### config.mk
export PLATFORM = sky130hd
export DESIGN_NAME = registerFile
export DESIGN_NICKNAME = d
export VERILOG_FILES = /design/src/hdl/registerFile.sv
export VERILOG_INCLUDE_DIRS = /design/src /design/src/hdl
export SDC_FILE = /design/constraint.sdc
export NUM_CORES = 2
export LEC_CHECK = 0
export BUFFER_PORTS_ARGS = -buffer_cell sky130_fd_sc_hd__buf_2
export CELL_PAD_IN_SITES_DETAIL_PLACEMENT = 1
export CELL_PAD_IN_SITES_GLOBAL_PLACEMENT = 2
export CORE_UTILIZATION = 43
export DETAILED_ROUTE_END_ITERATION = 10
export PLACE_DENSITY_LB_ADDON = 0.1
export SLEW_MARGIN = 15
export SYNTH_ARGS = -nofsm -noshare
export SYNTH_HDL_FRONTEND = slang
export SYNTH_SLANG_ARGS = --single-unit
### constraint.sdc
create_clock -name clk -period 2.15 [get_ports clk]
set_input_delay 0.1075 -clock clk [delete_from_list [all_inputs] [get_ports clk]]
set_output_delay 0.1075 -clock clk [all_outputs]
set_load 0.01 [all_outputs]
### src/hdl/mips_settings.svh
`ifndef MIPS_SETTINGS_SVH
`define MIPS_SETTINGS_SVH

//////////////////////////////////////////////////////////////////////
// Core dimensions
//////////////////////////////////////////////////////////////////////

// Width of a data word and of the PC
`define DATA_WIDTH 32

// Architectural registers, register zero included
`define REG_COUNT 32

// Data memory depth in words, 1 KiB in total
`define DMEM_WORDS 256

`endif
### src/hdl/registerFile.sv
`include "mips_settings.svh"

module registerFile (
    input  logic                   clk,
    input  logic                   rst,
    input  logic [4:0]             readAddrA,
    input  logic [4:0]             readAddrB,
    input  logic [4:0]             writeAddr,
    input  logic                   writeEnable,
    input  logic [`DATA_WIDTH-1:0] writeData,
    output logic [`DATA_WIDTH-1:0] readDataA,
    output logic [`DATA_WIDTH-1:0] readDataB
);

    logic [`DATA_WIDTH-1:0] regs [`REG_COUNT];

    // Register zero always reads as zero
    assign readDataA = (readAddrA == 5'd0) ? '0 : regs[readAddrA];
    assign readDataB = (readAddrB == 5'd0) ? '0 : regs[readAddrB];

    always_ff @(posedge clk) begin
        if (rst) begin
            for (int i = 0; i < `REG_COUNT; i++) begin
                regs[i] <= '0;
            end
        end else if (writeEnable && writeAddr != 5'd0) begin
            regs[writeAddr] <= writeData;
        end
    end

endmodule

* After elaboration in Yosys (flattened, before gate mapping)
Memories as Yosys holds them, arrays and structs flattened. Cells that the tools add are included.
Operators by class: mux-type cells 10, reduce and logical (&&, ||, !) cells 5
Operators with widths (count):
- 32-bit 2-to-1 mux | 3
- 32-bit OR reduction | 1
- 5-bit logical NOT | 2
- 1-bit 2-to-1 mux | 6
- 5-bit 2-to-1 mux | 1
- 5-bit nonzero test | 1
- 1-bit logical AND | 1
Word-level totals: output and inout port bits 64, word-level logic and storage cells 16, memories 1, bits in registers 0, RAM bits 1024
Memory list:
- regs | words 32, bits a word 32, read ports 2, clocked after Yosys merged registers in 0, write ports 32, line registerFile.sv:15 | logic [`DATA_WIDTH-1:0] regs [`REG_COUNT];

* Longest topological paths before layout
depth in word-level cells 7, depth in mapped cells 9, gate-level depth less buffers 4

* Worst setup path after synthesis
OpenSTA, ideal clock, no wires.
path type input port to flip-flop, start point input port writeAddr[1], end point memory regs[12][0] in the netlist's numbering (enable), library setup time 0.375 ns, arrival 1.654 ns, path buffers 1, stages 4, required time 1.775 ns, path slack 0.122 ns, cells stage by stage or4b_2 clkbuf_1 nor2_1 or2_2
RTL lines:
- start: declaration | line registerFile.sv:8 | input logic [4:0] writeAddr,
- end: declaration | line registerFile.sv:15

==> results.ini <==
[outcome]
status = finished, violations left
violations = setup timing

[global_routing]
first_global_vias = 38200
grt_max_degree = 48
grt-ovfl-total = 0
grt_usage = 0.325
antenna_found_initial = 16
grt_pass1_wl_mm = 290

[critical_path]
crit_buf_inv = 2
cpPeakStageDelay_ns = 0.60
crit_fanout = 2
cp_top_family = multiplexers
worstPathRequired_ns = 2.04
end_kind = output pin
path_depth = 6
crit_path_frequent_cell = mux4_2
cpMaxStageDelayCell = mux4_2
cp-startpoint = regs[31][14]$_SDFFCE_PN0P_
cp_cell_sequence = mux4_2 > mux4_2 > o22ai_2 > buf_6 > nor3_2 > buf_2
crit_arrival_ns = 2.74
crit_type = flip-flop to output pin
setup.worst_path.start_class = flip-flop

[detailed_routing]
vias = 35800
wl_met1_mm = 83.0
vias_per_cell = 6.40
drtIter0Drc = 3894
routed_wl_mm = 207
highest_layer = met5
wl_per_cell_um = 37.0
drt_first_pass_iters = 5
routed-wl-met3_mm = 14.4
met2WireLength_mm = 99.3
drc_errors = 0
ant_nets = 0

[pwr]
vdd_drop_max_uv = 751
p_leak_nw = 23.5
power.density_nw_per_um2 = 785

[logic_synthesis]
async_flop_share = 0
yosys_register_bits = 1024
yosysWarningCount = 0
syn_inst = 3502
synth_edf_count = 1024
syn-cell-area_sq_um = 54200
ys_seq_area_frac = 0.567
synth_flop_cell = edfxtp_1
synth_cell_types = 42
syn_area_per_cell_sq_um = 15.5

[placement]
dp_slack_ns = -0.748
hpwlAfterDp_mm = 137
gp_congestion = 0.874
numPortBuffers = 113

[cts]
cts_tree = done
cts_inserted_buffers = 115
clkSinkCount = 1024
clk_path_buf_depth = 3
cts_root_buffer = clkbuf_16
cts_max_level = 3
clk_pin_slew_ns = 0.06

[floorplan]
initial_utilization = 0.436
die_x_um = 357
ioPinCount = 114
die_y_um = 357
core-area_sq_um = 124000
rows = 129
dieArea_sq_um = 128000

[cells_and_area]
final_common_cell = edfxtp_1
nets = 3900
post-route-util = 0.535
reg_top3 = regs x1024
num-fill-cells = 11400
largest-register = regs
final_cell_mix = 1024 x edfxtp_1, 994 x and2_1, 472 x mux4_2, 332 x buf_4, 147 x mux2i_1
multi_input_area_sq_um = 24100
ff_latch_area_sq_um = 30700
drive_gt1_frac = 0.387
area_delta_synth_final_pct = 22.8
largest_register_ffs = 1024

[timing]
post-route-period-util = 1.32
slew_violations = 0
rsz0062_at_grt = yes
setup_slack_ns = -0.698
setup_viol = 64
hold_viol_final = 0
period_minus_slack_ns = 2.85
max-slew-margin-rel = 0.197
tightest_slew_ns = 1.20
fmax_mhz = 351

[hold_path]
holdPathStages = 2
hold_class = input port to flip-flop
hold_start = writeData[22]

[job]
drv_cap = 0

cell type report:
type	count	share of cell area
Sequential cell	1024	0.462
Tap cell	1637	0.0308
Clock buffer	141	0.0456
Antenna cell	5	0.000188
Timing Repair Buffer	587	0.0867
Inverter	2	0.000113
Clock inverter	72	0.0134
Multi-Input combinational cell	2120	0.361
Yosys cell counts (2+ instances only):
| master | instances | area (sq um) |
|---|---|---|
| a2111oi_0 | 14 | 123 |
| a2111oi_1 | 41 | 410 |
| a211oi_1 | 7 | 52.6 |
| a21oi_1 | 12 | 60.1 |
| a221o_1 | 2 | 20.0 |
| a221oi_1 | 4 | 35.0 |
| a22o_1 | 51 | 447 |
| a22oi_1 | 16 | 120 |
| a32o_1 | 4 | 40.0 |
| and2_1 | 995 | 6220 |
| and3_1 | 3 | 18.8 |
| buf_1 | 18 | 67.6 |
| buf_2 | 44 | 220 |
| buf_4 | 31 | 233 |
| buf_6 | 22 | 248 |
| clkbuf_1 | 272 | 1020 |
| edfxtp_1 | 1024 | 30700 |
| inv_1 | 2 | 7.51 |
| mux2_2 | 30 | 338 |
| mux2i_1 | 150 | 1500 |
| mux4_2 | 472 | 10600 |
| nand2_1 | 7 | 26.3 |
| nand2b_1 | 5 | 31.3 |
| nand3_1 | 5 | 25.0 |
| nand3b_1 | 5 | 37.5 |
| nand4bb_1 | 2 | 22.5 |
| nor2_1 | 36 | 135 |
| nor2b_1 | 14 | 87.6 |
| nor3_1 | 54 | 270 |
| nor4_1 | 6 | 37.5 |
| nor4b_1 | 2 | 17.5 |
| o21ai_0 | 4 | 20.0 |
| o22ai_1 | 103 | 644 |
| or2_2 | 33 | 206 |
| or3_1 | 2 | 12.5 |
| or3b_2 | 4 | 35.0 |
where the power goes:
group | internal [mW] | switching (mW) | total (mW)
clock | 12.4 | 8.63 | 21.0
combinational | 3.43 | 4.10 | 7.53
sequential | 23.1 | 0.657 | 23.7
total | 38.9 | 13.4 | 52.3
metal layers:
layer	GRT usage	up-vias
li1	-	14300
met1	0.435	19300
met2	0.531	1774
met3	0.0496	380
met4	0.137	12
met5	0	-
worst paths after layout:
check                         to  slack (ns)
min    regs[1][22]$_SDFFCE_PN0P_        0.03
max                readDataA[14]       -0.70
cells by family after synthesis:
family	after synthesis	synth area share
AOI/OAI and AO/OA	259	0.0365
buffers and inverters	389	0.0331
DFF	1024	0.567
muxes	652	0.230
other	1	0.0000691
and+or+nand+nor	1177	0.133
metrics by stage:
| stage | instance area, sq um | hold WS (ns) | total power, mW | setup TNS, ns | instances |
|---|---|---|---|---|---|
| floorplan | 54300 | 0.306 | 27.4 | 0 | 3533 |
| global placement | 60300 | 0.737 | 30.6 | -19.17 | 5348 |
| detailed placement | 60300 | 0.772 | 30.8 | -20.61 | 5348 |
| CTS | 66400 | 0.00719 | 52.4 | -36.87 | 5577 |
| global route | 66600 | 0.0314 | 53.5 | -37.78 | 5584 |
| finish | 66600 | 0.0345 | 52.3 | -33.93 | 5588 |
what timing repair did:
action	in CTS	in global routing
buffers inserted	33	10
hold buffers	12	0
setup endpoints to repair	64	64
gates resized for setup	318	24
endpoints found under the hold margin	227	0
pin swaps	134	16
Note: power is estimated with default switching activity, not from simulation.
