$ cat src/hdl/mips_settings.svh
`ifndef MIPS_SETTINGS_SVH
`define MIPS_SETTINGS_SVH

//////////////////////////////////////////////////////////////////////
// Core dimensions
//////////////////////////////////////////////////////////////////////

// Width of a data word and of the PC
`define DATA_WIDTH 32

// Architectural registers, register zero included
`define REG_COUNT 32

// Data memory depth in words, 1 KiB in total
`define DMEM_WORDS 256

`endif
$ cat src/hdl/mipsPkg.sv
package mipsPkg;

    //////////////////////////////////////////////////////////////////////
    // Instruction fields
    //////////////////////////////////////////////////////////////////////

    typedef enum logic [5:0] {
        SPECIAL  = 6'b000000, REGIMM = 6'b000001, J    = 6'b000010,
        JAL      = 6'b000011, BEQ    = 6'b000100, BNE  = 6'b000101,
        BLEZ     = 6'b000110, BGTZ   = 6'b000111, ADDI = 6'b001000,
        SLTI     = 6'b001010, ANDI   = 6'b001100, ORI  = 6'b001101,
        XORI     = 6'b001110, SPECIAL2 = 6'b011100, LB = 6'b100000,
        LH       = 6'b100001, LW     = 6'b100011, SB   = 6'b101000,
        SH       = 6'b101001, SW     = 6'b101011
    } opcodeT;

    typedef enum logic [5:0] {
        SLL = 6'b000000, SRL = 6'b000010, JR  = 6'b001000,
        ADD = 6'b100000, SUB = 6'b100010, AND = 6'b100100,
        OR  = 6'b100101, XOR = 6'b100110, NOR = 6'b100111,
        SLT = 6'b101010
    } functT;

    // mul sits under SPECIAL2 and reuses the SRL function code
    parameter functT MUL = SRL;

    //////////////////////////////////////////////////////////////////////
    // Control levels
    //////////////////////////////////////////////////////////////////////

    typedef enum logic [3:0] {
        ALU_ADD, ALU_SUB, ALU_AND, ALU_OR, ALU_NOR,
        ALU_XOR, ALU_SLT, ALU_SLL, ALU_SRL, ALU_MUL
    } aluOpT;

    typedef enum logic [2:0] {
        BR_NONE, BR_EQ, BR_NE, BR_LEZ, BR_GTZ, BR_LTZ, BR_GEZ
    } branchT;

    typedef enum logic [1:0] {DST_RT, DST_RD, DST_RA} regDstT;

    typedef enum logic [1:0] {WB_ALU, WB_MEM, WB_LINK} memToRegT;

    typedef enum logic [1:0] {ACC_WORD, ACC_HALF, ACC_BYTE} accessT;

endpackage

$ cat src/hdl/alu.sv
`include "mips_settings.svh"

module alu
    import mipsPkg::*;
(
    input  logic [`DATA_WIDTH-1:0] a,
    input  logic [`DATA_WIDTH-1:0] b,
    input  logic [4:0]             shamt,
    input  aluOpT                  op,
    output logic [`DATA_WIDTH-1:0] result
);

    // Full signed product, only the low word is kept
    logic signed [2*`DATA_WIDTH-1:0] product;
    logic                            lessThan;

    assign product  = $signed(a) * $signed(b);
    assign lessThan = $signed(a) < $signed(b);

    always_comb begin
        case (op)
            ALU_ADD: result = a + b;
            ALU_SUB: result = a - b;
            ALU_AND: result = a & b;
            ALU_OR:  result = a | b;
            ALU_NOR: result = ~(a | b);
            ALU_XOR: result = a ^ b;
            ALU_SLT: result = {{(`DATA_WIDTH-1){1'b0}}, lessThan};

            // Shifts act on the rt operand
            ALU_SLL: result = b << shamt;
            ALU_SRL: result = b >> shamt;

            ALU_MUL: result = product[`DATA_WIDTH-1:0];
            default: result = '0;
        endcase
    end

endmodule

$ cat config.mk
export PLATFORM = sky130hd
export DESIGN_NAME = alu
export DESIGN_NICKNAME = d
export VERILOG_FILES = /design/src/hdl/mipsPkg.sv /design/src/hdl/alu.sv
export VERILOG_INCLUDE_DIRS = /design/src /design/src/hdl
export SDC_FILE = /design/constraint.sdc
export NUM_CORES = 2
export LEC_CHECK = 0
export BUFFER_PORTS_ARGS = -buffer_cell sky130_fd_sc_hd__buf_4
export CORE_ASPECT_RATIO = 2
export CORE_MARGIN = 2
export CORE_UTILIZATION = 70
export DETAILED_ROUTE_END_ITERATION = 10
export PLACE_DENSITY = 0.95
export SETUP_SLACK_MARGIN = 0.15
export SYNTH_ARGS = -nofsm -noshare
export SYNTH_HDL_FRONTEND = slang
export SYNTH_SLANG_ARGS = --single-unit
$ cat constraint.sdc
create_clock -name vclk -period 10.55
set_input_delay 0 -clock vclk [all_inputs]
set_output_delay 0 -clock vclk [all_outputs]
set_load 0.01 [all_outputs]
==> results of run 1 <==
-- per-layer routing --
metal  overflow  GRT usage [%]
met2         57           91.7
met4         45           71.9
met3          1           42.6
met1          1           67.1
met5          0           3.85
-- kinds of logic after synthesis --
group	Yosys count	synth area share [%]
compound gates	537	15.4
fa+ha+maj	656	48.3
simple gates	931	16.6
buf+inv	693	11.1
xor+xnor	87	3.26
mux	116	5.25
-- stage by stage --
step / util [%] / hold WS (ns) / setup slack (ns) / instances / cell area (sq um)
after detailed placement: 73.9 / 0.587 / 2.53 / 3416 / 24300
after global placement: 73.9 / 0.587 / 2.57 / 3416 / 24300
after CTS: 73.9 / 0.593 / 2.49 / 3416 / 24300
after floorplan: - / 0.233 / 3.82 / 3020 / 23300
==> results.sh, run 1 <==
export IMPL_synth_top_cell_area_share_pct=35.2
export IMPL_fp_row_count=94
export IMPL_syn_inst=3020
export IMPL_firstError="[ERROR GRT-0116] Global routing finished with congestion. Check the congestion regions in the DRC Viewer."
export IMPL_ys_top_cells_by_area="fa_1 35%, ha_1 13%, inv_1 7.9%"
export IMPL_synth_cell_type_count=75
export IMPL_dpl_hpwl_microns=84300
export IMPL_status="aborted with a tool error"
export IMPL_io_pins=105
export IMPL_syn_nets=3749
export IMPL_syn_area_sq_mm=0.0233
export IMPL_track_usage_pct=68.0
export IMPL_die_y_microns=262
export IMPL_gp_routability_congestion=1.29
export IMPL_ctsHoldBuffers=0
export IMPL_grt_pass1_wl_microns=176000
export IMPL_ys_seq_area_share_pct=0
export IMPL_yosys_top_cells_count="494 x inv_1, 490 x nor2_1, 410 x fa_1"
export IMPL_die_w_microns=133
export IMPL_cts_setup_buffers=0
export IMPL_lastStage="global routing"
export IMPL_grt_overflow=104
export IMPL_yosysWarnings=0
export IMPL_ctsResizeCount=0
export IMPL_grt_max_degree=57
export IMPL_post_synth_top_area_cell="fa_1"
export IMPL_initial_core_util_pct=70.9
export IMPL_avgSynthCellArea_sq_um=7.73
export IMPL_grt_pass1_vias=28000
export IMPL_yosysMostFrequentCell="inv_1"
export IMPL_portBuffers=105
==> inputs of run 2 (changes only) <==
Settings changed: CORE_ASPECT_RATIO 2 to default, CORE_UTILIZATION 70 to 40, PLACE_DENSITY 0.95 to default, PLACE_DENSITY_LB_ADDON from default to 0.15, SETUP_SLACK_MARGIN 0.15 to default.
==> run 2 against run 1 <==
Effect of this change: the run now ends clean; synthesized area is the same; synthesized cell count unchanged.
==> results.sh, run 2 <==
export IMPL_status="finished clean"
export IMPL_synth_top_cell_area_share_pct=35.2
export IMPL_ctsResizeCount=0
export IMPL_grt_pass1_wl_microns=160000
export IMPL_syn_area_sq_mm=0.0233
export IMPL_setup_tns_ns=0
export IMPL_first_pass_iters=8
export IMPL_maxSlewHeadroom_pct=9.54
export IMPL_crit_buf_inv=7
export IMPL_post_synth_top_area_cell="fa_1"
export IMPL_worst_hold_path_type="in2out"
export IMPL_crit_path_start_kind="input port"
export IMPL_ys_seq_area_share_pct=0
export IMPL_regArea_sq_um=0
export IMPL_yosysWarnings=0
export IMPL_initial_core_util_pct=40.5
export IMPL_cpMaxStageDelayCell="clkinv_1"
export IMPL_end_kind="output port"
export IMPL_final_layout_size_suffix_gt1_share_pct=6.11
export IMPL_antenna_left=0
export IMPL_layout_nets=3710
export IMPL_path_depth=27
export IMPL_required_ns=10.55
export IMPL_holdPathStages=4
export IMPL_final_min_clock_period_ns=8.61
export IMPL_syn_inst=3020
export IMPL_cts_setup_buffers=0
export IMPL_dpl_hpwl_microns=85400
export IMPL_clock_fmax_mhz=116
export IMPL_dp_cells=3744
export IMPL_drtIter0Drc=2340
export IMPL_grt_overflow=0
export IMPL_vias=22600
export IMPL_totalWireLength_microns=109000
export IMPL_min_delay_worst_endpoint="result[0]"
export IMPL_grt_max_degree=80
export IMPL_ctsHoldBuffers=0
export IMPL_antenna_found_initial=0
export IMPL_via_per_inst=6.04
export IMPL_avgRoutedWirePerCell_microns=29.2
export IMPL_gp_routability_congestion=0.983
export IMPL_syn_to_final_growth_pct=5.89
export IMPL_seq_cell_count=0
export IMPL_report_final_slew_viol_count=0
export IMPL_track_usage_pct=36.5
export IMPL_avgSynthCellArea_sq_um=7.73
export IMPL_critPathMostFrequentCell="fa_1"
export IMPL_die_w_microns=246
export IMPL_cp_data_arrival_time_ns=8.61
export IMPL_tightest_slew_ns=1.36
export IMPL_hp_start="shamt[4]"
export IMPL_portBuffers=105
export IMPL_synth_cell_type_count=75
export IMPL_cpPeakStageDelay_ns=0.81
export IMPL_yosys_top_cells_count="494 x inv_1, 490 x nor2_1, 410 x fa_1"
export IMPL_grt_pass1_vias=23100
export IMPL_path_class="in2out"
export IMPL_setup_viol=0
export IMPL_hold_violations=0
export IMPL_fp_coreArea_sq_mm=0.0577
export IMPL_period_share_pct=81.6
export IMPL_maxCapViolCount=0
export IMPL_syn_nets=3749
export IMPL_ys_top_cells_by_area="fa_1 35%, ha_1 13%, inv_1 7.9%"
export IMPL_fin_area_sq_mm=0.0247
export IMPL_final_common_cell="inv_1"
export IMPL_drc_errors=0
export IMPL_fp_row_count=88
export IMPL_io_pins=105
export IMPL_rsz0062_at_grt="false"
export IMPL_placed_area_sq_mm=0.0247
export IMPL_fin_cells=3744
export IMPL_yosysMostFrequentCell="inv_1"
export IMPL_antenna_cells=0
export IMPL_die_y_microns=246
export IMPL_layout_common_cells="494 x inv_1, 488 x nor2_1, 410 x fa_1"
export IMPL_critPathMaxFanout=17
export IMPL_die_area_sq_mm=0.0603
export IMPL_critPathTopFamily="adder cells"
export IMPL_nClkBuffers=0
-- run 2: cell counts after synthesis --
No cell type changed its count.
-- run 2: logic make-up after synthesis --
group | share of synthesized area (%)
compound gates | 15.4
xor+xnor | 3.26
fa+ha+maj | 48.3
buf+inv | 11.1
mux | 5.25
simple gates | 16.6
-- run 2: worst max path at each step --
stage / endpoint / slack [ns] / start
CTS: result[30] / 2.09 / a[7]
global route: result[30] / 1.84 / a[7]
detailed placement: result[30] / 2.09 / a[7]
global placement: result[30] / 2.29 / a[7]
finish: result[30] / 1.94 / a[7]
floorplan: result[29] / 3.82 / b[2]
-- run 2: cell type report --
type / instances / area (sq um)
multi-input combinational: 2327 / 20800
fill: 5992 / 33000
timing repair buffer: 142 / 1070
inverter: 510 / 1910
tap: 765 / 957
-- run 2: metal layers --
metal / vias up / routed length, microns / global-route usage [%]
met5: - / 0 / 0
met4: 0 / 4860 / 12.4
met3: 244 / 9340 / 5.11
met2: 1279 / 49400 / 58.7
met1: 11400 / 45700 / 50.1
li1: 9673 / - / -
-- run 2: per-stage QoR --
stage	util (%)	hold WS, ns	setup WS [ns]
floorplan	-	0.233	3.82
global placement	42.9	0.630	2.29
detailed placement	42.9	0.621	2.09
CTS	42.9	0.627	2.09
global route	42.9	0.654	1.84
finish	42.9	0.649	1.94
Power of run 2 is left out: the tool's default activity adds up to more than one toggle a clock period on the data nets, which glitch-free logic cannot reach.
