$ cat src/hdl/mips_settings.svh
`ifndef MIPS_SETTINGS_SVH
`define MIPS_SETTINGS_SVH

//////////////////////////////////////////////////////////////////////
// Core dimensions
//////////////////////////////////////////////////////////////////////

// Width of a data word and of the PC
`define DATA_WIDTH 32

// Architectural registers, register zero included
`define REG_COUNT 32

// Data memory depth in words, 1 KiB in total
`define DMEM_WORDS 256

`endif
$ cat src/hdl/mipsPkg.sv
package mipsPkg;

    //////////////////////////////////////////////////////////////////////
    // Instruction fields
    //////////////////////////////////////////////////////////////////////

    typedef enum logic [5:0] {
        SPECIAL  = 6'b000000, REGIMM = 6'b000001, J    = 6'b000010,
        JAL      = 6'b000011, BEQ    = 6'b000100, BNE  = 6'b000101,
        BLEZ     = 6'b000110, BGTZ   = 6'b000111, ADDI = 6'b001000,
        SLTI     = 6'b001010, ANDI   = 6'b001100, ORI  = 6'b001101,
        XORI     = 6'b001110, SPECIAL2 = 6'b011100, LB = 6'b100000,
        LH       = 6'b100001, LW     = 6'b100011, SB   = 6'b101000,
        SH       = 6'b101001, SW     = 6'b101011
    } opcodeT;

    typedef enum logic [5:0] {
        SLL = 6'b000000, SRL = 6'b000010, JR  = 6'b001000,
        ADD = 6'b100000, SUB = 6'b100010, AND = 6'b100100,
        OR  = 6'b100101, XOR = 6'b100110, NOR = 6'b100111,
        SLT = 6'b101010
    } functT;

    // mul sits under SPECIAL2 and reuses the SRL function code
    parameter functT MUL = SRL;

    //////////////////////////////////////////////////////////////////////
    // Control levels
    //////////////////////////////////////////////////////////////////////

    typedef enum logic [3:0] {
        ALU_ADD, ALU_SUB, ALU_AND, ALU_OR, ALU_NOR,
        ALU_XOR, ALU_SLT, ALU_SLL, ALU_SRL, ALU_MUL
    } aluOpT;

    typedef enum logic [2:0] {
        BR_NONE, BR_EQ, BR_NE, BR_LEZ, BR_GTZ, BR_LTZ, BR_GEZ
    } branchT;

    typedef enum logic [1:0] {DST_RT, DST_RD, DST_RA} regDstT;

    typedef enum logic [1:0] {WB_ALU, WB_MEM, WB_LINK} memToRegT;

    typedef enum logic [1:0] {ACC_WORD, ACC_HALF, ACC_BYTE} accessT;

endpackage

$ cat src/hdl/nextPc.sv
`include "mips_settings.svh"

module nextPc
    import mipsPkg::*;
(
    input  logic                   clk,
    input  logic                   rst,
    input  branchT                 branchKind,
    input  logic                   jump,
    input  logic                   jumpReg,
    input  logic [`DATA_WIDTH-1:0] rsValue,
    input  logic [`DATA_WIDTH-1:0] rtValue,
    input  logic [15:0]            immediate,
    input  logic [25:0]            target,
    output logic [`DATA_WIDTH-1:0] pc,
    output logic [`DATA_WIDTH-1:0] pcPlus4
);

    logic [`DATA_WIDTH-1:0] branchTarget;
    logic [`DATA_WIDTH-1:0] jumpTarget;
    logic [`DATA_WIDTH-1:0] pcNext;
    logic                   taken;

    assign pcPlus4      = pc + 4;
    assign branchTarget = pcPlus4 + {{(`DATA_WIDTH-18){immediate[15]}}, immediate, 2'b00};
    // Region bits from pc+4, index fills the rest
    assign jumpTarget   = {pcPlus4[`DATA_WIDTH-1 -: 4], target, 2'b00};

    // Signed compares against rt or against zero
    always_comb begin
        case (branchKind)
            BR_EQ:   taken = (rsValue == rtValue);
            BR_NE:   taken = (rsValue != rtValue);
            BR_LEZ:  taken = ($signed(rsValue) <= 0);
            BR_GTZ:  taken = ($signed(rsValue) > 0);
            BR_LTZ:  taken = rsValue[`DATA_WIDTH-1];
            BR_GEZ:  taken = !rsValue[`DATA_WIDTH-1];
            default: taken = 1'b0;
        endcase
    end

    assign pcNext = jumpReg ? rsValue :
                    jump    ? jumpTarget :
                    taken   ? branchTarget : pcPlus4;

    always_ff @(posedge clk) begin
        if (rst) begin
            pc <= '0;
        end else begin
            pc <= pcNext;
        end
    end

endmodule

$ cat config.mk
export PLATFORM = sky130hd
export DESIGN_NAME = nextPc
export DESIGN_NICKNAME = d
export VERILOG_FILES = /design/src/hdl/mipsPkg.sv /design/src/hdl/nextPc.sv
export VERILOG_INCLUDE_DIRS = /design/src /design/src/hdl
export SDC_FILE = /design/constraint.sdc
export NUM_CORES = 1
export LEC_CHECK = 0
export ABC_AREA = 1
export BUFFER_PORTS_ARGS = -buffer_cell sky130_fd_sc_hd__buf_2
export CAP_MARGIN = 15
export CORE_MARGIN = 2
export CORE_UTILIZATION = 45
export CTS_BUF_LIST = sky130_fd_sc_hd__clkbuf_4
export CTS_CLUSTER_SIZE = 24
export DETAILED_ROUTE_END_ITERATION = 10
export PLACE_DENSITY = 0.81
export REMOVE_ABC_BUFFERS = 1
export SYNTH_ARGS = -nofsm -noshare
export SYNTH_HDL_FRONTEND = slang
export SYNTH_SLANG_ARGS = --single-unit
$ cat constraint.sdc
create_clock -name clk -period 3.9 [get_ports clk]
set_clock_uncertainty 0.05 [all_clocks]
set_input_delay 0.195 -clock clk [delete_from_list [all_inputs] [get_ports clk]]
set_output_delay 0.195 -clock clk [all_outputs]
set_load 0.005 [all_outputs]
# Yosys cells after proc, flatten, opt, wreduce, memory -nomap -nowiden
# Cells that the tools add are included.
# totals
regBits	32
input_bits	113
out_inout_bits	64
# op_classes
n_addsub	2
order_cmp	2
eq_ne	8
mux	4
reduce_logical	1
# op_table
operator	n
$mux W32	3
$add A32 B3 Y32 const B	1
$add A32 B32 Y32	1
$eq A32 B32 Y1	1
$gt A32 B1 Y1 const B	1
$le A32 B1 Y1 const B	1
$ne A32 B32 Y1	1
$eq A3 B3 Y1 const B	3
$eq A3 B2 Y1 const B	2
$pmux W1 S6	1
$eq A3 B1 Y1 const B	1
$logic_not A1 Y1	1

# Longest topological paths before layout
# logic_depth
word_depth	5
depth_mapped	25

# Worst setup path before layout
# Ideal clock, no wire load.
# synth_path
kind	register to register
from	register pc[2]
to	register pc[17]
setup_time_ps	70
t_arrival_ps	2791
slack_ps	989
path_stages_with_launch	20
path_buffers	0
path_cell_list	dfxtp_1 ha_1 nand3_2 nor3_4 nand3_2 nor3_2 xnor2_1 inv_1 ha_1 nand2_1 nor2_1 inv_1 nor2_1 nor2_1 nand2_1 xor2_1 inv_1 nand2_1 nand3_1 a21oi_1
# synth_via
elab_chain_cells	5
# synth_rtl
item	line	text
start: declaration	nextPc.sv:15	output logic [`DATA_WIDTH-1:0] pc,
start signal: assignment	nextPc.sv:50	pc <= pcNext;
$add A32 B3 Y32	nextPc.sv:24	assign pcPlus4 = pc + 4;
net pcPlus4[14]	nextPc.sv:16	output logic [`DATA_WIDTH-1:0] pcPlus4
$add A32 B32 Y32	nextPc.sv:25	assign branchTarget = pcPlus4 + {{(`DATA_WIDTH-18){immediate[15]}}, immediate, 2'b00};
$mux W32	nextPc.sv:44	taken ? branchTarget : pcPlus4;
$mux W32	nextPc.sv:43	jump ? jumpTarget :
$mux W32	nextPc.sv:42	assign pcNext = jumpReg ? rsValue :
# The timed path passes the listed nets, and every way through them passes these cells.
# A chain may end at the register's enable or synchronous reset.

# Final worst setup path
# layout_path
from	register pc[2]
to	register pc[22]
# layout_via
elab_chain_cells	5
# layout_rtl
item	line
$add A32 B3 Y32 (*)	nextPc.sv:24
$add A32 B32 Y32	nextPc.sv:25
$mux W32 (*)	nextPc.sv:44
$mux W32 (*)	nextPc.sv:43
$mux W32 (*)	nextPc.sv:42
# Every way passes the cells marked *; elsewhere a longest branch is shown, timed or not.

==> impl_metrics.tcl <==
set metrics [dict create \
    final_core_utilization_pct 55.3 \
    cell_total_after_placement 1230 \
    worst_setup_hold_path_clk_slew_ns 0.10 \
    grt-ovfl-total 0 \
    largest_registers "pc: 32 flops" \
    grt_setup_unrepaired "false" \
    drt_iter0_drc 488 \
    startpoint_type_of_the_worst_setup_path "flip-flop" \
    synthCells 924 \
    power.density_nw_per_um2 221 \
    largest-register "pc" \
    placementRows 39 \
    timing.max_slew.rel_slack_pct 39.4 \
    clock.fmax_mhz 280 \
    clock_tree_from_tritoncts "done" \
    detailedPlace.worstSlack_ns 0.315 \
    irDropWorstVdd_mv 0.100 \
    synth_edf_count 0 \
    setup_viol 0 \
    grt_pass1_vias 5965 \
    cts.sink_count 32 \
    drt-pass1-iter-count 5 \
    internal_power_mw 0.747 \
    numPortBuffers 176 \
    timing.critical_path.to_type "flip-flop" \
    final_antenna_net_count 0 \
    routed-via-count 6312 \
    static-leakage-power_nw 3.57 \
    fp.dieH_um 112 \
    cts-root-buf "sky130_fd_sc_hd__clkbuf_4" \
    syn_area_um2 5240 \
    number_of_non_filler_instances_in_the_completed_layout 1240 \
    grt_max_degree 37 \
    max-clock-path-buffers 2 \
    cts_hold_buf 0 \
    finalNetCount 1246 \
    critPathKind "flip-flop to flip-flop" \
    p_seq_share_pct 28.1 \
    timing.final.crit_period_ns 3.57 \
    num_io_pins 177 \
    share_comb_of_total_power_pct 58.7 \
    final_layout_size_suffix_gt1_share_pct 20.8 \
    largest_reg_flops 32 \
    worstPathRequired_ns 4.07 \
    library_cells_used_by_synthesis 40 \
    insertion_delay_ns 0.34 \
    postSynth.asyncResetShare_pct 0 \
    cts_inserted_buffers 5 \
    critical_path_arrival_ns 3.74 \
    fin_ws_ns 0.331 \
    globalplace.congestion 0.937 \
    die_area_um2 12500 \
    report.final.slew_viol_count 0 \
    synth_seq_area_share_pct 12.2 \
    power_switching_share_pct 46.6 \
    drc 0 \
    layout_filler_cell_count 1253 \
    final_worst_path_cycle_share_pct 91.5 \
    placed_wire_length_estimate_um 15300 \
    final-hold-violation-count 0 \
    drt_wl_total_um 17800 \
    die_w_um 112 \
    grt_antenna_before_repair 1 \
    fin_setup_tns_ns 0 \
    crit_fanout 6 \
    synth_ff_type "sky130_fd_sc_hd__dfxtp_1" \
    power.switching_mw 0.650 \
    timing.hold.worst.class "input port to flip-flop" \
    max-cap-violations 0 \
    htree_levels 2 \
    via_per_inst 5.09 \
    status "finished, final reports clean" \
    design.core.area_um2 11400 \
    grt_util_all_layers_pct 27.9 \
    synth_seq_cells 32 \
    route.detailed.wl_per_inst_um 14.4 \
    synth.yosys.warnings 0 \
    worstMarginPinSlew_ns 0.908 \
    power_frac_clock_pct 13.2 \
    grt_pass1_wl_um 28500 \
    initial_utilization_pct 45.9 \
    layout_area_overhead_pct 20.4 \
    synth_area_per_cell_um2 5.68 \
]
[kinds of logic after synthesis]
logic type	after synthesis	synth area share (%)
AO/OA/AOI/OAI	112	12.7
XOR/XNOR	69	11.5
adder cells (fa/ha/maj)	37	8.97
buffers and inverters	152	11.6
flip-flops	32	12.2
AND/OR/NAND/NOR	522	43.0
[what timing repair did]
item	in CTS	in global routing
resized for setup	0	4
endpoints found under the setup margin	0	7
buffers inserted	0	2
[cell usage after synthesis, types with 2 or more instances]
cell / count / area share, %
sky130_fd_sc_hd__inv_2: 2 / 0.14
sky130_fd_sc_hd__o21bai_1: 6 / 0.86
sky130_fd_sc_hd__clkbuf_1: 10 / 0.72
sky130_fd_sc_hd__and2_1: 2 / 0.24
sky130_fd_sc_hd__nor2_1: 97 / 6.9
sky130_fd_sc_hd__nor3_1: 9 / 0.86
sky130_fd_sc_hd__a22oi_1: 2 / 0.29
sky130_fd_sc_hd__nand2_2: 3 / 0.36
sky130_fd_sc_hd__o221ai_1: 5 / 0.84
sky130_fd_sc_hd__o21ai_0: 23 / 2.2
sky130_fd_sc_hd__nand4_1: 15 / 1.8
sky130_fd_sc_hd__nand2_4: 4 / 0.86
sky130_fd_sc_hd__nor2_2: 3 / 0.36
sky130_fd_sc_hd__nor3_2: 2 / 0.38
sky130_fd_sc_hd__o221a_2: 7 / 1.5
sky130_fd_sc_hd__xor2_1: 34 / 5.7
sky130_fd_sc_hd__inv_1: 129 / 9.2
sky130_fd_sc_hd__o21ai_1: 2 / 0.19
sky130_fd_sc_hd__buf_6: 3 / 0.64
sky130_fd_sc_hd__a21oi_2: 2 / 0.33
sky130_fd_sc_hd__ha_1: 36 / 8.6
sky130_fd_sc_hd__nor4_1: 4 / 0.48
sky130_fd_sc_hd__buf_4: 3 / 0.43
sky130_fd_sc_hd__clkinv_1: 3 / 0.21
sky130_fd_sc_hd__nand3b_1: 4 / 0.57
sky130_fd_sc_hd__a31oi_1: 3 / 0.36
sky130_fd_sc_hd__nand2_1: 297 / 21
sky130_fd_sc_hd__xnor2_1: 35 / 5.8
sky130_fd_sc_hd__buf_2: 2 / 0.19
sky130_fd_sc_hd__dfxtp_1: 32 / 12
sky130_fd_sc_hd__o211ai_1: 2 / 0.29
sky130_fd_sc_hd__or2_2: 2 / 0.24
sky130_fd_sc_hd__nand3_1: 71 / 6.8
sky130_fd_sc_hd__nor2_4: 4 / 0.86
sky130_fd_sc_hd__nand3_2: 4 / 0.76
sky130_fd_sc_hd__a21oi_1: 58 / 5.5
[area by class of cell]
cell class	instances	area [um2]	area share (%)
clock inverters	1	5.00	0.0793
flip-flops and latches	32	641	10.1
clock buffers	6	45.0	0.713
diodes	1	2.50	0.0396
repair buffers	183	933	14.8
well taps	143	179	2.83
inverters	134	503	7.97
multi-input cells	740	4010	63.4
[power by group through the flow]
| stage | sequential, mW | clock, mW | combinational, mW |
|---|---|---|---|
| after floorplan | 0.395 | 0 | 0.515 |
| after global placement | 0.400 | 0 | 0.800 |
| after detailed placement | 0.400 | 0 | 0.803 |
| after CTS | 0.392 | 0.187 | 0.808 |
| after global routing | 0.398 | 0.202 | 0.922 |
| final | 0.393 | 0.184 | 0.820 |
[worst paths after layout]
check / start / to / slack, ns / depth (start not counted)
max reg2reg: pc[2]$_SDFF_PP0_ / pc[22]$_SDFF_PP0_ / 0.33 / 20
min reg2reg: pc[1]$_SDFFE_PP0P_ / pc[1]$_SDFFE_PP0P_ / 0.43 / 2
min: rsValue[1] / pc[1]$_SDFFE_PP0P_ / 0.08 / 3
max: pc[2]$_SDFF_PP0_ / pc[22]$_SDFF_PP0_ / 0.33 / 20
[layer usage]
layer,wire length (um),global-route usage (%),vias up
met3,1200,2.45,27
met4,388,7.64,0
met2,8360,49.7,243
met1,7890,36.2,2747
li1,-,-,3295
met5,0,0,-
[through the flow]
stage                     power [mW]  hold slack [ns]  cell area (um2)
after global placement          1.20            0.418             6240
after floorplan                0.910            0.214             5140
final                           1.40           0.0813             6310
after detailed placement        1.20            0.424             6240
after global routing            1.52           0.0941             6310
after CTS                       1.39           0.0708             6290
[critical path: stages (launching register included)]
cell	delay (ns)
sky130_fd_sc_hd__dfxtp_1	0.43
sky130_fd_sc_hd__ha_2	0.27
sky130_fd_sc_hd__nand3_2	0.17
sky130_fd_sc_hd__nor3_4	0.26
sky130_fd_sc_hd__buf_4	0.15
sky130_fd_sc_hd__xor2_1	0.18
sky130_fd_sc_hd__inv_1	0.11
sky130_fd_sc_hd__ha_1	0.35
sky130_fd_sc_hd__nand2_1	0.11
sky130_fd_sc_hd__nor2_1	0.11
sky130_fd_sc_hd__nand2_1	0.06
sky130_fd_sc_hd__nand2_1	0.15
sky130_fd_sc_hd__nand2_1	0.08
sky130_fd_sc_hd__nand2_1	0.17
sky130_fd_sc_hd__nand2_1	0.11
sky130_fd_sc_hd__a21oi_1	0.25
sky130_fd_sc_hd__nand2_1	0.09
sky130_fd_sc_hd__nand2_1	0.07
sky130_fd_sc_hd__nor2_1	0.05
sky130_fd_sc_hd__nor2_1	0.17
sky130_fd_sc_hd__nor2_1	0.06
[placed cells by master, fill, tap and decap left out, types with 4 or more instances in the layout]
master                     synthesis  layout
sky130_fd_sc_hd__buf_2             2     176
sky130_fd_sc_hd__nor2_1           97      94
sky130_fd_sc_hd__o21bai_1          6       6
sky130_fd_sc_hd__nand3_1          71      71
sky130_fd_sc_hd__clkbuf_4          0       6
sky130_fd_sc_hd__inv_1           129     129
sky130_fd_sc_hd__xnor2_1          35      35
sky130_fd_sc_hd__o221ai_1          5       5
sky130_fd_sc_hd__nand2_1         297     297
sky130_fd_sc_hd__nand2_4           4       4
sky130_fd_sc_hd__ha_1             36      35
sky130_fd_sc_hd__nor2_2            3       6
sky130_fd_sc_hd__dfxtp_1          32      32
sky130_fd_sc_hd__a21oi_1          58      58
sky130_fd_sc_hd__xor2_1           34      34
sky130_fd_sc_hd__nor2_4            4       4
sky130_fd_sc_hd__buf_4             3       7
sky130_fd_sc_hd__o221a_2           7       7
sky130_fd_sc_hd__nand3_2           4       4
sky130_fd_sc_hd__nor4_1            4       4
sky130_fd_sc_hd__nand4_1          15      15
sky130_fd_sc_hd__nor3_1            9       9
sky130_fd_sc_hd__o21ai_0          23      23
sky130_fd_sc_hd__nand3b_1          4       4
No activity file was read; power rests on OpenSTA's default activity.
