`src/hdl/mips_settings.svh`:
```
`ifndef MIPS_SETTINGS_SVH
`define MIPS_SETTINGS_SVH

//////////////////////////////////////////////////////////////////////
// Core dimensions
//////////////////////////////////////////////////////////////////////

// Width of a data word and of the PC
`define DATA_WIDTH 32

// Architectural registers, register zero included
`define REG_COUNT 32

// Data memory depth in words, 1 KiB in total
`define DMEM_WORDS 256

`endif
```
`src/hdl/mipsPkg.sv`:
```
package mipsPkg;

    //////////////////////////////////////////////////////////////////////
    // Instruction fields
    //////////////////////////////////////////////////////////////////////

    typedef enum logic [5:0] {
        SPECIAL  = 6'b000000, REGIMM = 6'b000001, J    = 6'b000010,
        JAL      = 6'b000011, BEQ    = 6'b000100, BNE  = 6'b000101,
        BLEZ     = 6'b000110, BGTZ   = 6'b000111, ADDI = 6'b001000,
        SLTI     = 6'b001010, ANDI   = 6'b001100, ORI  = 6'b001101,
        XORI     = 6'b001110, SPECIAL2 = 6'b011100, LB = 6'b100000,
        LH       = 6'b100001, LW     = 6'b100011, SB   = 6'b101000,
        SH       = 6'b101001, SW     = 6'b101011
    } opcodeT;

    typedef enum logic [5:0] {
        SLL = 6'b000000, SRL = 6'b000010, JR  = 6'b001000,
        ADD = 6'b100000, SUB = 6'b100010, AND = 6'b100100,
        OR  = 6'b100101, XOR = 6'b100110, NOR = 6'b100111,
        SLT = 6'b101010
    } functT;

    // mul sits under SPECIAL2 and reuses the SRL function code
    parameter functT MUL = SRL;

    //////////////////////////////////////////////////////////////////////
    // Control levels
    //////////////////////////////////////////////////////////////////////

    typedef enum logic [3:0] {
        ALU_ADD, ALU_SUB, ALU_AND, ALU_OR, ALU_NOR,
        ALU_XOR, ALU_SLT, ALU_SLL, ALU_SRL, ALU_MUL
    } aluOpT;

    typedef enum logic [2:0] {
        BR_NONE, BR_EQ, BR_NE, BR_LEZ, BR_GTZ, BR_LTZ, BR_GEZ
    } branchT;

    typedef enum logic [1:0] {DST_RT, DST_RD, DST_RA} regDstT;

    typedef enum logic [1:0] {WB_ALU, WB_MEM, WB_LINK} memToRegT;

    typedef enum logic [1:0] {ACC_WORD, ACC_HALF, ACC_BYTE} accessT;

endpackage

```
`src/hdl/controller.sv`:
```
module controller
    import mipsPkg::*;
(
    input  opcodeT     opcode,
    input  functT      funct,
    input  logic [4:0] rt,

    output logic       regWrite,
    output aluOpT      aluOp,
    output logic       aluSrc,
    output logic       zeroExt,
    output regDstT     regDst,
    output logic       memWrite,
    output logic       memRead,
    output memToRegT   memToReg,
    output branchT     branchKind,
    output logic       jump,
    output logic       jumpReg,
    output accessT     loadSize,
    output accessT     storeSize
);

    // Set when SPECIAL carries a known ALU function
    logic rValid;

    always_comb begin
        // Everything off, so unknown encodings retire as no-ops
        regWrite   = 1'b0;
        aluOp      = ALU_ADD;
        aluSrc     = 1'b0;
        zeroExt    = 1'b0;
        regDst     = DST_RT;
        memWrite   = 1'b0;
        memRead    = 1'b0;
        memToReg   = WB_ALU;
        branchKind = BR_NONE;
        jump       = 1'b0;
        jumpReg    = 1'b0;
        loadSize   = ACC_WORD;
        storeSize  = ACC_WORD;
        rValid     = 1'b0;

        case (opcode)
            SPECIAL: begin
                rValid = 1'b1;
                case (funct)
                    ADD: aluOp = ALU_ADD;
                    SUB: aluOp = ALU_SUB;
                    AND: aluOp = ALU_AND;
                    OR:  aluOp = ALU_OR;
                    NOR: aluOp = ALU_NOR;
                    XOR: aluOp = ALU_XOR;
                    SLT: aluOp = ALU_SLT;
                    SLL: aluOp = ALU_SLL;
                    SRL: aluOp = ALU_SRL;
                    JR: begin
                        rValid  = 1'b0;
                        jumpReg = 1'b1;
                    end
                    default: rValid = 1'b0;
                endcase
                if (rValid) begin
                    regWrite = 1'b1;
                    regDst   = DST_RD;
                end
            end

            SPECIAL2: begin
                if (funct == MUL) begin
                    aluOp    = ALU_MUL;
                    regWrite = 1'b1;
                    regDst   = DST_RD;
                end
            end

            // Immediate ALU group, logic ops take zero extension
            ADDI, SLTI, ANDI, ORI, XORI: begin
                aluSrc   = 1'b1;
                regWrite = 1'b1;
                case (opcode)
                    SLTI:    aluOp = ALU_SLT;
                    ANDI:    aluOp = ALU_AND;
                    ORI:     aluOp = ALU_OR;
                    XORI:    aluOp = ALU_XOR;
                    default: aluOp = ALU_ADD;
                endcase
                zeroExt = (opcode == ANDI) || (opcode == ORI) || (opcode == XORI);
            end

            LB, LH, LW: begin
                aluSrc   = 1'b1;
                regWrite = 1'b1;
                memRead  = 1'b1;
                memToReg = WB_MEM;
                loadSize = (opcode == LB) ? ACC_BYTE :
                           (opcode == LH) ? ACC_HALF : ACC_WORD;
            end

            SB, SH, SW: begin
                aluSrc    = 1'b1;
                memWrite  = 1'b1;
                storeSize = (opcode == SB) ? ACC_BYTE :
                            (opcode == SH) ? ACC_HALF : ACC_WORD;
            end

            // bltz and bgez share REGIMM, rt tells them apart
            REGIMM: begin
                if (rt == 5'd0)
                    branchKind = BR_LTZ;
                else if (rt == 5'd1)
                    branchKind = BR_GEZ;
            end
            BEQ:  branchKind = BR_EQ;
            BNE:  branchKind = BR_NE;
            BLEZ: branchKind = BR_LEZ;
            BGTZ: branchKind = BR_GTZ;

            J: jump = 1'b1;
            JAL: begin
                jump     = 1'b1;
                regWrite = 1'b1;
                regDst   = DST_RA;
                memToReg = WB_LINK;
            end

            default: ;
        endcase
    end

endmodule

```
`config.mk`:
```
export PLATFORM = sky130hd
export DESIGN_NAME = controller
export DESIGN_NICKNAME = d
export VERILOG_FILES = /design/src/hdl/mips_settings.svh /design/src/hdl/mipsPkg.sv /design/src/hdl/controller.sv
export SDC_FILE = /design/constraint.sdc
export NUM_CORES = 1
export LEC_CHECK = 0
export ABC_AREA = 1
export BUFFER_PORTS_ARGS = -buffer_cell sky130_fd_sc_hd__buf_2
export CAP_MARGIN = 20
export CORE_AREA = 2 2 39 41
export DETAILED_ROUTE_END_ITERATION = 12
export DIE_AREA = 0 0 41 43
export PLACE_DENSITY = 0.88
export SETUP_SLACK_MARGIN = 0.2
export SLEW_MARGIN = 0
export SYNTH_ARGS = -nofsm -noshare
export SYNTH_HDL_FRONTEND = slang
export SYNTH_SLANG_ARGS = --single-unit
```
`constraint.sdc`:
```
create_clock -name vclk -period 1.85
set_input_delay 0 -clock vclk [all_inputs]
set_output_delay 0 -clock vclk [all_outputs]
set_load 0.01 [all_outputs]
```
* Yosys cells after proc, flatten, opt, wreduce, memory -nomap -nowiden *
Index checks and enable logic that the tools add are counted.
W data, S select, Z words.

cells by class
  equal/unequal tests = 29
  reduce and logical (&&, ||, !) cells = 12
  multiplexer cells = 29

operators with widths
  kind                  number
  $eq A6 B6 Y1 const B  13
  $eq A6 B4 Y1 const B  6
  $pmux W4 S8           1
  $eq A6 B3 Y1 const B  4
  $eq A6 B2 Y1 const B  3
  $reduce_or A9 Y1      2
  $mux W1               15
  $pmux W3 S5           1
  $logic_not A6 Y1      2
  $pmux W3 S4           1
  $pmux W4 S3           1
  $reduce_or A11 Y1     1
  $mux W2               4
  $eq A6 B1 Y1 const B  1
  $eq A6 B5 Y1 const B  1
  $mux W3               2
  $pmux W2 S3           1
  $reduce_or A3 Y1      2
  $eq A5 B1 Y1 const B  1
  $logic_not A5 Y1      1
  $reduce_or A5 Y1      1
  $mux W4               1
  $pmux W2 S2           1
  $pmux W1 S3           1
  other kinds (2)       3

word-level totals
  output and inout port bits = 22
  register bits = 0

* Longest topological paths before layout *
Gate-level depths: netlist (run 1).

  word-level depth = 6
  mapped depth = 9
  mapped depth without buffers = 9

* Worst setup path before layout (run 1) *
OpenSTA, ideal clock, no wires.

  path type = in2out
  from = input opcode[4]
  to = output regWrite
  setup slack = 1.005 ns
  data required time = 1.850 ns
  buffers on the path = 0
  data arrival time = 0.845 ns
  stages on the path = 7
  cells stage by stage = nor2_1 nand2_1 nor3_1 nor2_1 nand2_1 nor2_1 nand2_1

between the ends
  cells in the longest elaborated chain, start to end = 3
  elaborated cells between the ends (all ways) = 13

RTL lines
  what                                        line              RTL
  from (decl)                                 controller.sv:4   input opcodeT opcode,
  $eq A6 B4 Y1, or another cell as far along  controller.sv:43  case (opcode)
  $reduce_or A9 Y1 (no line)                  --
  $pmux W1 S3 (*)                             controller.sv:43
  to (decl)                                   controller.sv:8   output logic regWrite,

Every way passes the cells marked *; elsewhere a longest branch is shown, timed or not.

* Final worst setup path (run 1) *
Ends and elaborated chain as after synthesis.

==> results of run 1 <==
## cells in the mapped netlist (2+ instances only)
| library cell | count |
|---|---|
| inv_1 | 16 |
| inv_2 | 2 |
| nand2_1 | 25 |
| nand2_2 | 3 |
| nand3_1 | 20 |
| nand4_1 | 3 |
| nor2_1 | 25 |
| nor2_2 | 3 |
| nor3_1 | 5 |
| o21ai_0 | 4 |
## worst paths after layout
check / start / to / slack (ps) / cells after the start
max: opcode[4] / regWrite / 770 / 10
min: rt[0] / branchKind[0] / 280 / 3
## cell type report
type               instances  area, um^2  area share [%]
inverters                 18        67.6            9.22
multi-input cells         94         443            60.4
well taps                 16        20.0            2.73
repair buffers            40         203            27.6
## power by group through the flow
stage	Combinational (mW)	Sequential [mW]	Clock, mW
floorplan	0.0604	0	0
global placement	0.101	0	0
detailed placement	0.104	0	0
CTS	0.105	0	0
global route	0.116	0	0
finish	0.105	0	0
## kinds of logic (layout without fill, tap and decap cells)
kind of cell | count (synthesis) | count (layout) | share of synthesized area (%)
compound gates | 5 | 5 | 4.77
buf+inv | 19 | 58 | 15.5
simple gates | 89 | 89 | 79.7
## tightest hold or removal path, cell delays in order
cell and delay, ps:
buf_2 80, o21ai_0 70, buf_2 130
## through the flow
| step | worst slack, ps | power, mW | cell area, um^2 | util (%) |
|---|---|---|---|---|
| after floorplan | 1010 | 0.0604 | 524 | - |
| after global placement | 823 | 0.101 | 733 | 53.0 |
| after detailed placement | 778 | 0.104 | 733 | 53.0 |
| after CTS | 770 | 0.105 | 733 | 53.0 |
| after global routing | 658 | 0.116 | 733 | 53.0 |
| final | 766 | 0.105 | 733 | 53.0 |
## per-layer routing
layer,GRT usage (%),vias up,routed length (um)
li1,-,444,-
met5,0,-,0
met3,0.524,0,109
met4,1.33,0,0
met2,32.8,34,793
met1,19.3,344,618
==> impl_metrics.toml, run 1 <==
[status]
status = "finished clean"

[synthesis]
yosys-top-cells-area = "nand3_1 (19%), nand2_1 (18%), nor2_1 (18%)"
netlist_area_um2 = 524
yosysUniqueCellTypes = 17
syn_nets = 130
yosysSeqAreaShare_pct = 0
netlist_instances = 113
yosysTopAreaCellShare_pct = 19.1
yosysWarningCount = 0
postSynthAreaPerCell_um2 = 4.64
synth_top_area_cell = "nand3_1"

[timing]
setup_tns_ps = 0
worst_slew_pin_slew_ps = 385
finalMaxSlewViolations = 0
max_clock_freq_mhz = 922
rsz0062_at_grt = "no"
period_share_pct = 58.6
slew-limit-headroom_pct = 74.1
setup_viol = 0
fin_crit_ps = 1080
hold_violations = 0
hold_slack_ps = 282

[critical_path]
critical_path_required_ps = 1850
critical-path-top-delay-family = "simple AND/OR/NAND/NOR gates"
end_kind = "output pin"
critPathMaxFanout = 11
critPathBufInv = 3
cpPeakStageDelay_ps = 240
cp.arrival_ps = 1080
crit_slowest_cell = "nor3_1"
path_cells = "buf_2, nor2_1, buf_4, nand2_1, nor3_1, nor2_1, nand2_1, nor2_1, nand2_1, buf_2"
crit_type = "input pin to output pin"
startpoint_type = "input pin"

[clock_tree]
hold_buffers = 0
cts-resized-gates = 0
post_cts_buffers = 0

[final_layout]
n_antenna_cell = 0
seq_area_um2 = 0
area_delta_synth_final_pct = 39.9
final_cell_mix = "buf_2 (39), nand2_1 (25), nor2_1 (25)"
final_common_cell = "buf_2"
flops_and_latches = 0
fill_cells = 146
nets = 171
drive_above_1_share_pct = 34.2
stdcell_count = 168
num-clock-buffers = 0

[placement]
place.gp.congestion = 0.792
portBuffers = 39
placed_cells = 168
dp_hpwl_um = 1340

[die]
die_area_um2 = 1760
rows = 14
io-pin-count = 39
initial_core_util_pct = 37.9
core-area_um2 = 1380
die_h_um = 43
die_w_um = 41

[routing]
drtIter0Drc = 15
ant_nets = 0
viasPerCell = 4.89
dr_total_vias = 822
wl_um = 1520
firstDrtPassIters = 4
drc_errors = 0
detail_route.wl_per_cell_um = 9.06

[power_and_ir_drop]
power_switching_uw = 66.6
p_int_uw = 38.4
sw_frac_of_total_pct = 63.4
p_clk_share_pct = 0
comb_power_share_pct = 100.0
power_density_nw_per_um2 = 143
p_leak_nw = 0.511
pwr-share-seq_pct = 0
ir_worst_vdd_mv = 0.0688

[global_routing]
grt_pass1_vias = 641
grt.overflow.total = 0
grt_pass1_wl_um = 2250
grt_usage_pct = 16.9
antenna_found_initial = 0
grt_max_degree = 12

[min_path]
min_path_type = "input pin to output pin"

[job]
max_cap_viol_count = 0
Note: power is estimated with default switching activity, not from simulation.
==> run 2, diff against run 1 <==
- clock period: 1.85 -> 1 ns (I/O delays scaled with it)
==> impl_metrics.toml, run 2 (same netlist as run 1, synthesis figures left out) <==
[critical_path]
crit_type = "input pin to output pin"
startpoint_type = "input pin"
critical_path_required_ps = 1000
end_kind = "output pin"
cp.arrival_ps = 980
critPathMaxFanout = 8

[routing]
detail_route.wl_per_cell_um = 17.0
drtIter0Drc = 52
viasPerCell = 5.85
ant_nets = 0
dr_total_vias = 1070
wl_um = 3110
drc_errors = 0
firstDrtPassIters = 4

[power_and_ir_drop]
ir_worst_vdd_mv = 0.270
power_density_nw_per_um2 = 331
p_leak_nw = 0.678

[final_layout]
final_common_cell = "buf_2"
fin_util_pct = 89.1
fill_cells = 69
stdcell_count = 183
drive_above_1_share_pct = 66.5
flops_and_latches = 0
area_delta_synth_final_pct = 135
seq_area_um2 = 0
final_cell_mix = "buf_2 (26), nand2_1 (16), buf_4 (15)"
num-clock-buffers = 0
nets = 186
n_antenna_cell = 0

[placement]
placed_cells = 175
portBuffers = 39
place.gp.congestion = 0.847
dp_hpwl_um = 1490

[die]
rows = 14
die_area_um2 = 1760
die_h_um = 43
core-area_um2 = 1380
io-pin-count = 39
die_w_um = 41
initial_core_util_pct = 37.9

[global_routing]
grt_usage_pct = 30.1
grt_pass1_wl_um = 3770
grt.overflow.total = 0
grt_pass1_vias = 900
antenna_found_initial = 0
grt_max_degree = 9

[timing]
fin_crit_ps = 982
max_clock_freq_mhz = 1020
slew-limit-headroom_pct = 78.2
rsz0062_at_grt = "yes"
setup_viol = 0
finalMaxSlewViolations = 0
worst_slew_pin_slew_ps = 324
hold_violations = 0
setup_tns_ps = 0
hold_slack_ps = 279
period_share_pct = 98.2

[job]
max_cap_viol_count = 0

[min_path]
min_path_type = "input pin to output pin"
min-delay-start = "rt[0]"
min_path_cells = 3
hold_path_end = "branchKind[0]"

[clock_tree]
hold_buffers = 0

[status]
status = "finished clean"
run 2: changes by cell type in the layout (fill, tap and decap cells not counted), moves of 9 or more:
cell	change
nor2_1	-13
buf_2	-13
nand3_1	-10
nand2_1	-9
nor2_4	+12
buf_4	+14
run 2: repair_timing:
action,in CTS,in global routing
setup endpoints to repair,18,19
pin swaps,19,14
resized for setup,68,36
setup buffers,7,1
run 2: layer usage:
layer	wire length (um)	vias up	GRT usage [%]	share of wire, %
met5	0	-	0	0
met4	140	0	14.7	4.5
met3	224	17	3.66	7.2
met2	1670	82	54.1	54
met1	1070	496	31.4	34
li1	-	475	-	-
run 2: worst max-delay path, stage by stage:
cell,delay [ps]
buf_8,90
nor2_4,30
buf_6,130
buf_6,120
nand2_4,70
nand2_4,60
nor2_4,110
nand2_1,70
nor2_1,100
nand2_1,70
buf_2,140
run 2: cell type report:
class              count  area [um^2]  share of cell area (%)
repair buffers        55          437                    35.4
well taps             16         20.0                    1.62
inverters             18         85.1                    6.90
multi-input cells     94          691                    56.0
run 2: where the power goes:
| group | internal (mW) | total (mW) | switching, mW |
|---|---|---|---|
| registers | 0 | 0 | 0 |
| clock network | 0 | 0 | 0 |
| logic | 0.177 | 0.408 | 0.231 |
| total | 0.177 | 0.408 | 0.231 |
run 2: stage by stage:
step	total power, mW	cell area (um^2)	setup slack [ps]
after floorplan	0.113	529	224
after global placement	0.205	791	27.2
after detailed placement	0.213	791	-4.96
after CTS	0.330	1080	95.7
after global routing	0.426	1230	-28.6
final	0.408	1230	18.1
run 2: how the worst max path moves through the flow:
stage | startpoint | to | slack (ps) | depth (start not counted)
after floorplan | opcode[1] | regWrite | 220 | 7
after global placement | opcode[4] | branchKind[0] | 30 | 8
after detailed placement | opcode[4] | branchKind[0] | -5 | 8
after CTS | opcode[1] | aluOp[0] | 100 | 9
after global routing | opcode[5] | regWrite | -30 | 11
final | opcode[5] | regWrite | 20 | 11
==> run 3, diff against run 2 <==
- PLACE_DENSITY: 0.88 -> 0.76
==> impl_metrics.toml, run 3 (same netlist as run 1, synthesis figures left out) <==
[global_routing]
antenna_found_initial = 0
grt_max_degree = 8
grt_pass1_vias = 967
grt_usage_pct = 33.8
grt.overflow.total = 0
grt_pass1_wl_um = 4260

[timing]
period_share_pct = 106
hold_slack_ps = 263
slew-limit-headroom_pct = 79.4
setup_viol = 5
finalMaxSlewViolations = 0
setup_tns_ps = -120
worst_slack_ps = -56.5
max_clock_freq_mhz = 947
fin_crit_ps = 1060
worst_slew_pin_slew_ps = 308
hold_violations = 0
rsz0062_at_grt = "yes"

[die]
core-area_um2 = 1380
die_area_um2 = 1760
io-pin-count = 39
initial_core_util_pct = 37.9
die_w_um = 41
die_h_um = 43
rows = 14

[placement]
place.gp.congestion = 0.921
dp_hpwl_um = 1440
preCtsSetupSlack_ps = -39.1
placed_cells = 176
portBuffers = 39

[final_layout]
fin_util_pct = 88.8
n_antenna_cell = 0
final_cell_mix = "buf_2 (30), nand2_1 (21), nor2_4 (14)"
stdcell_count = 185
drive_above_1_share_pct = 63.9
num-clock-buffers = 0
flops_and_latches = 0
multi_input_area_um2 = 676
final_common_cell = "buf_2"
nets = 188
area_delta_synth_final_pct = 134
seq_area_um2 = 0
fill_cells = 66

[critical_path]
critical_path_required_ps = 1000
startpoint_type = "input pin"
cpPeakStageDelay_ps = 160
crit_path_start = "funct[0]"
crit_slowest_cell = "buf_2"
path_cells = "buf_2, inv_1, nor2_1, nand3_1, nand2_1, nor2_1, nand3_1, nand2_1, nand2_1, buf_2"
crit_top_cell = "nand2_1"
critPathMaxFanout = 4
crit_type = "input pin to output pin"
end_kind = "output pin"
cp.arrival_ps = 1060

[routing]
viasPerCell = 6.03
detail_route.wl_per_cell_um = 19.3
ant_nets = 0
drtIter0Drc = 68
wl_um = 3560
firstDrtPassIters = 5
dr_total_vias = 1115
drc_errors = 0

[job]
max_cap_viol_count = 0

[min_path]
min_path_cells = 3
min_path_type = "input pin to output pin"
hold_path_end = "loadSize[0]"
min-delay-start = "opcode[1]"

[power_and_ir_drop]
p_leak_nw = 0.672
ir_worst_vdd_mv = 0.282
power_density_nw_per_um2 = 345

[clock_tree]
hold_buffers = 0

[status]
status = "complete, but fails checks"
violations = "setup timing"
## run 3: metal layers
layer | track usage, % | vias to the layer above | wire [um]
met5 | 0 | - | 0
met4 | 10.0 | 0 | 142
met3 | 3.14 | 18 | 371
met2 | 60.6 | 108 | 1810
met1 | 39.2 | 509 | 1240
li1 | - | 480 | -
## run 3: worst max path at each step
stage	to
finish	regDst[0]
detailed placement	aluSrc
global placement	aluSrc
CTS	regWrite
floorplan	regWrite
global route	regDst[0]
## run 3: critical path, delay by kind of cell
family        cells  cell delay (ps)
buf+inv           3              360
simple gates      7              690
## run 3: what timing repair did
| action | in CTS | in global routing |
|---|---|---|
| pin swaps | 23 | 9 |
| buffers inserted | 8 | 1 |
| resized for setup | 82 | 19 |
| endpoints found under the setup margin | 19 | 17 |
## run 3: cell type report
cell class	count	area share (%)
repair buffers	57	36.0
inverters	18	7.33
multi-input cells	94	55.0
well taps	16	1.63
## run 3: where the power goes
| part | total, mW | switching, mW | internal, mW |
|---|---|---|---|
| Combinational | 0.424 | 0.243 | 0.181 |
| Clock | 0 | 0 | 0 |
| Sequential | 0 | 0 | 0 |
| Total | 0.424 | 0.243 | 0.181 |
## run 3: stage by stage
step,total power [mW],cell area [um^2]
floorplan,0.113,529
global placement,0.212,798
detailed placement,0.217,798
CTS,0.358,1140
global route,0.442,1230
finish,0.424,1230
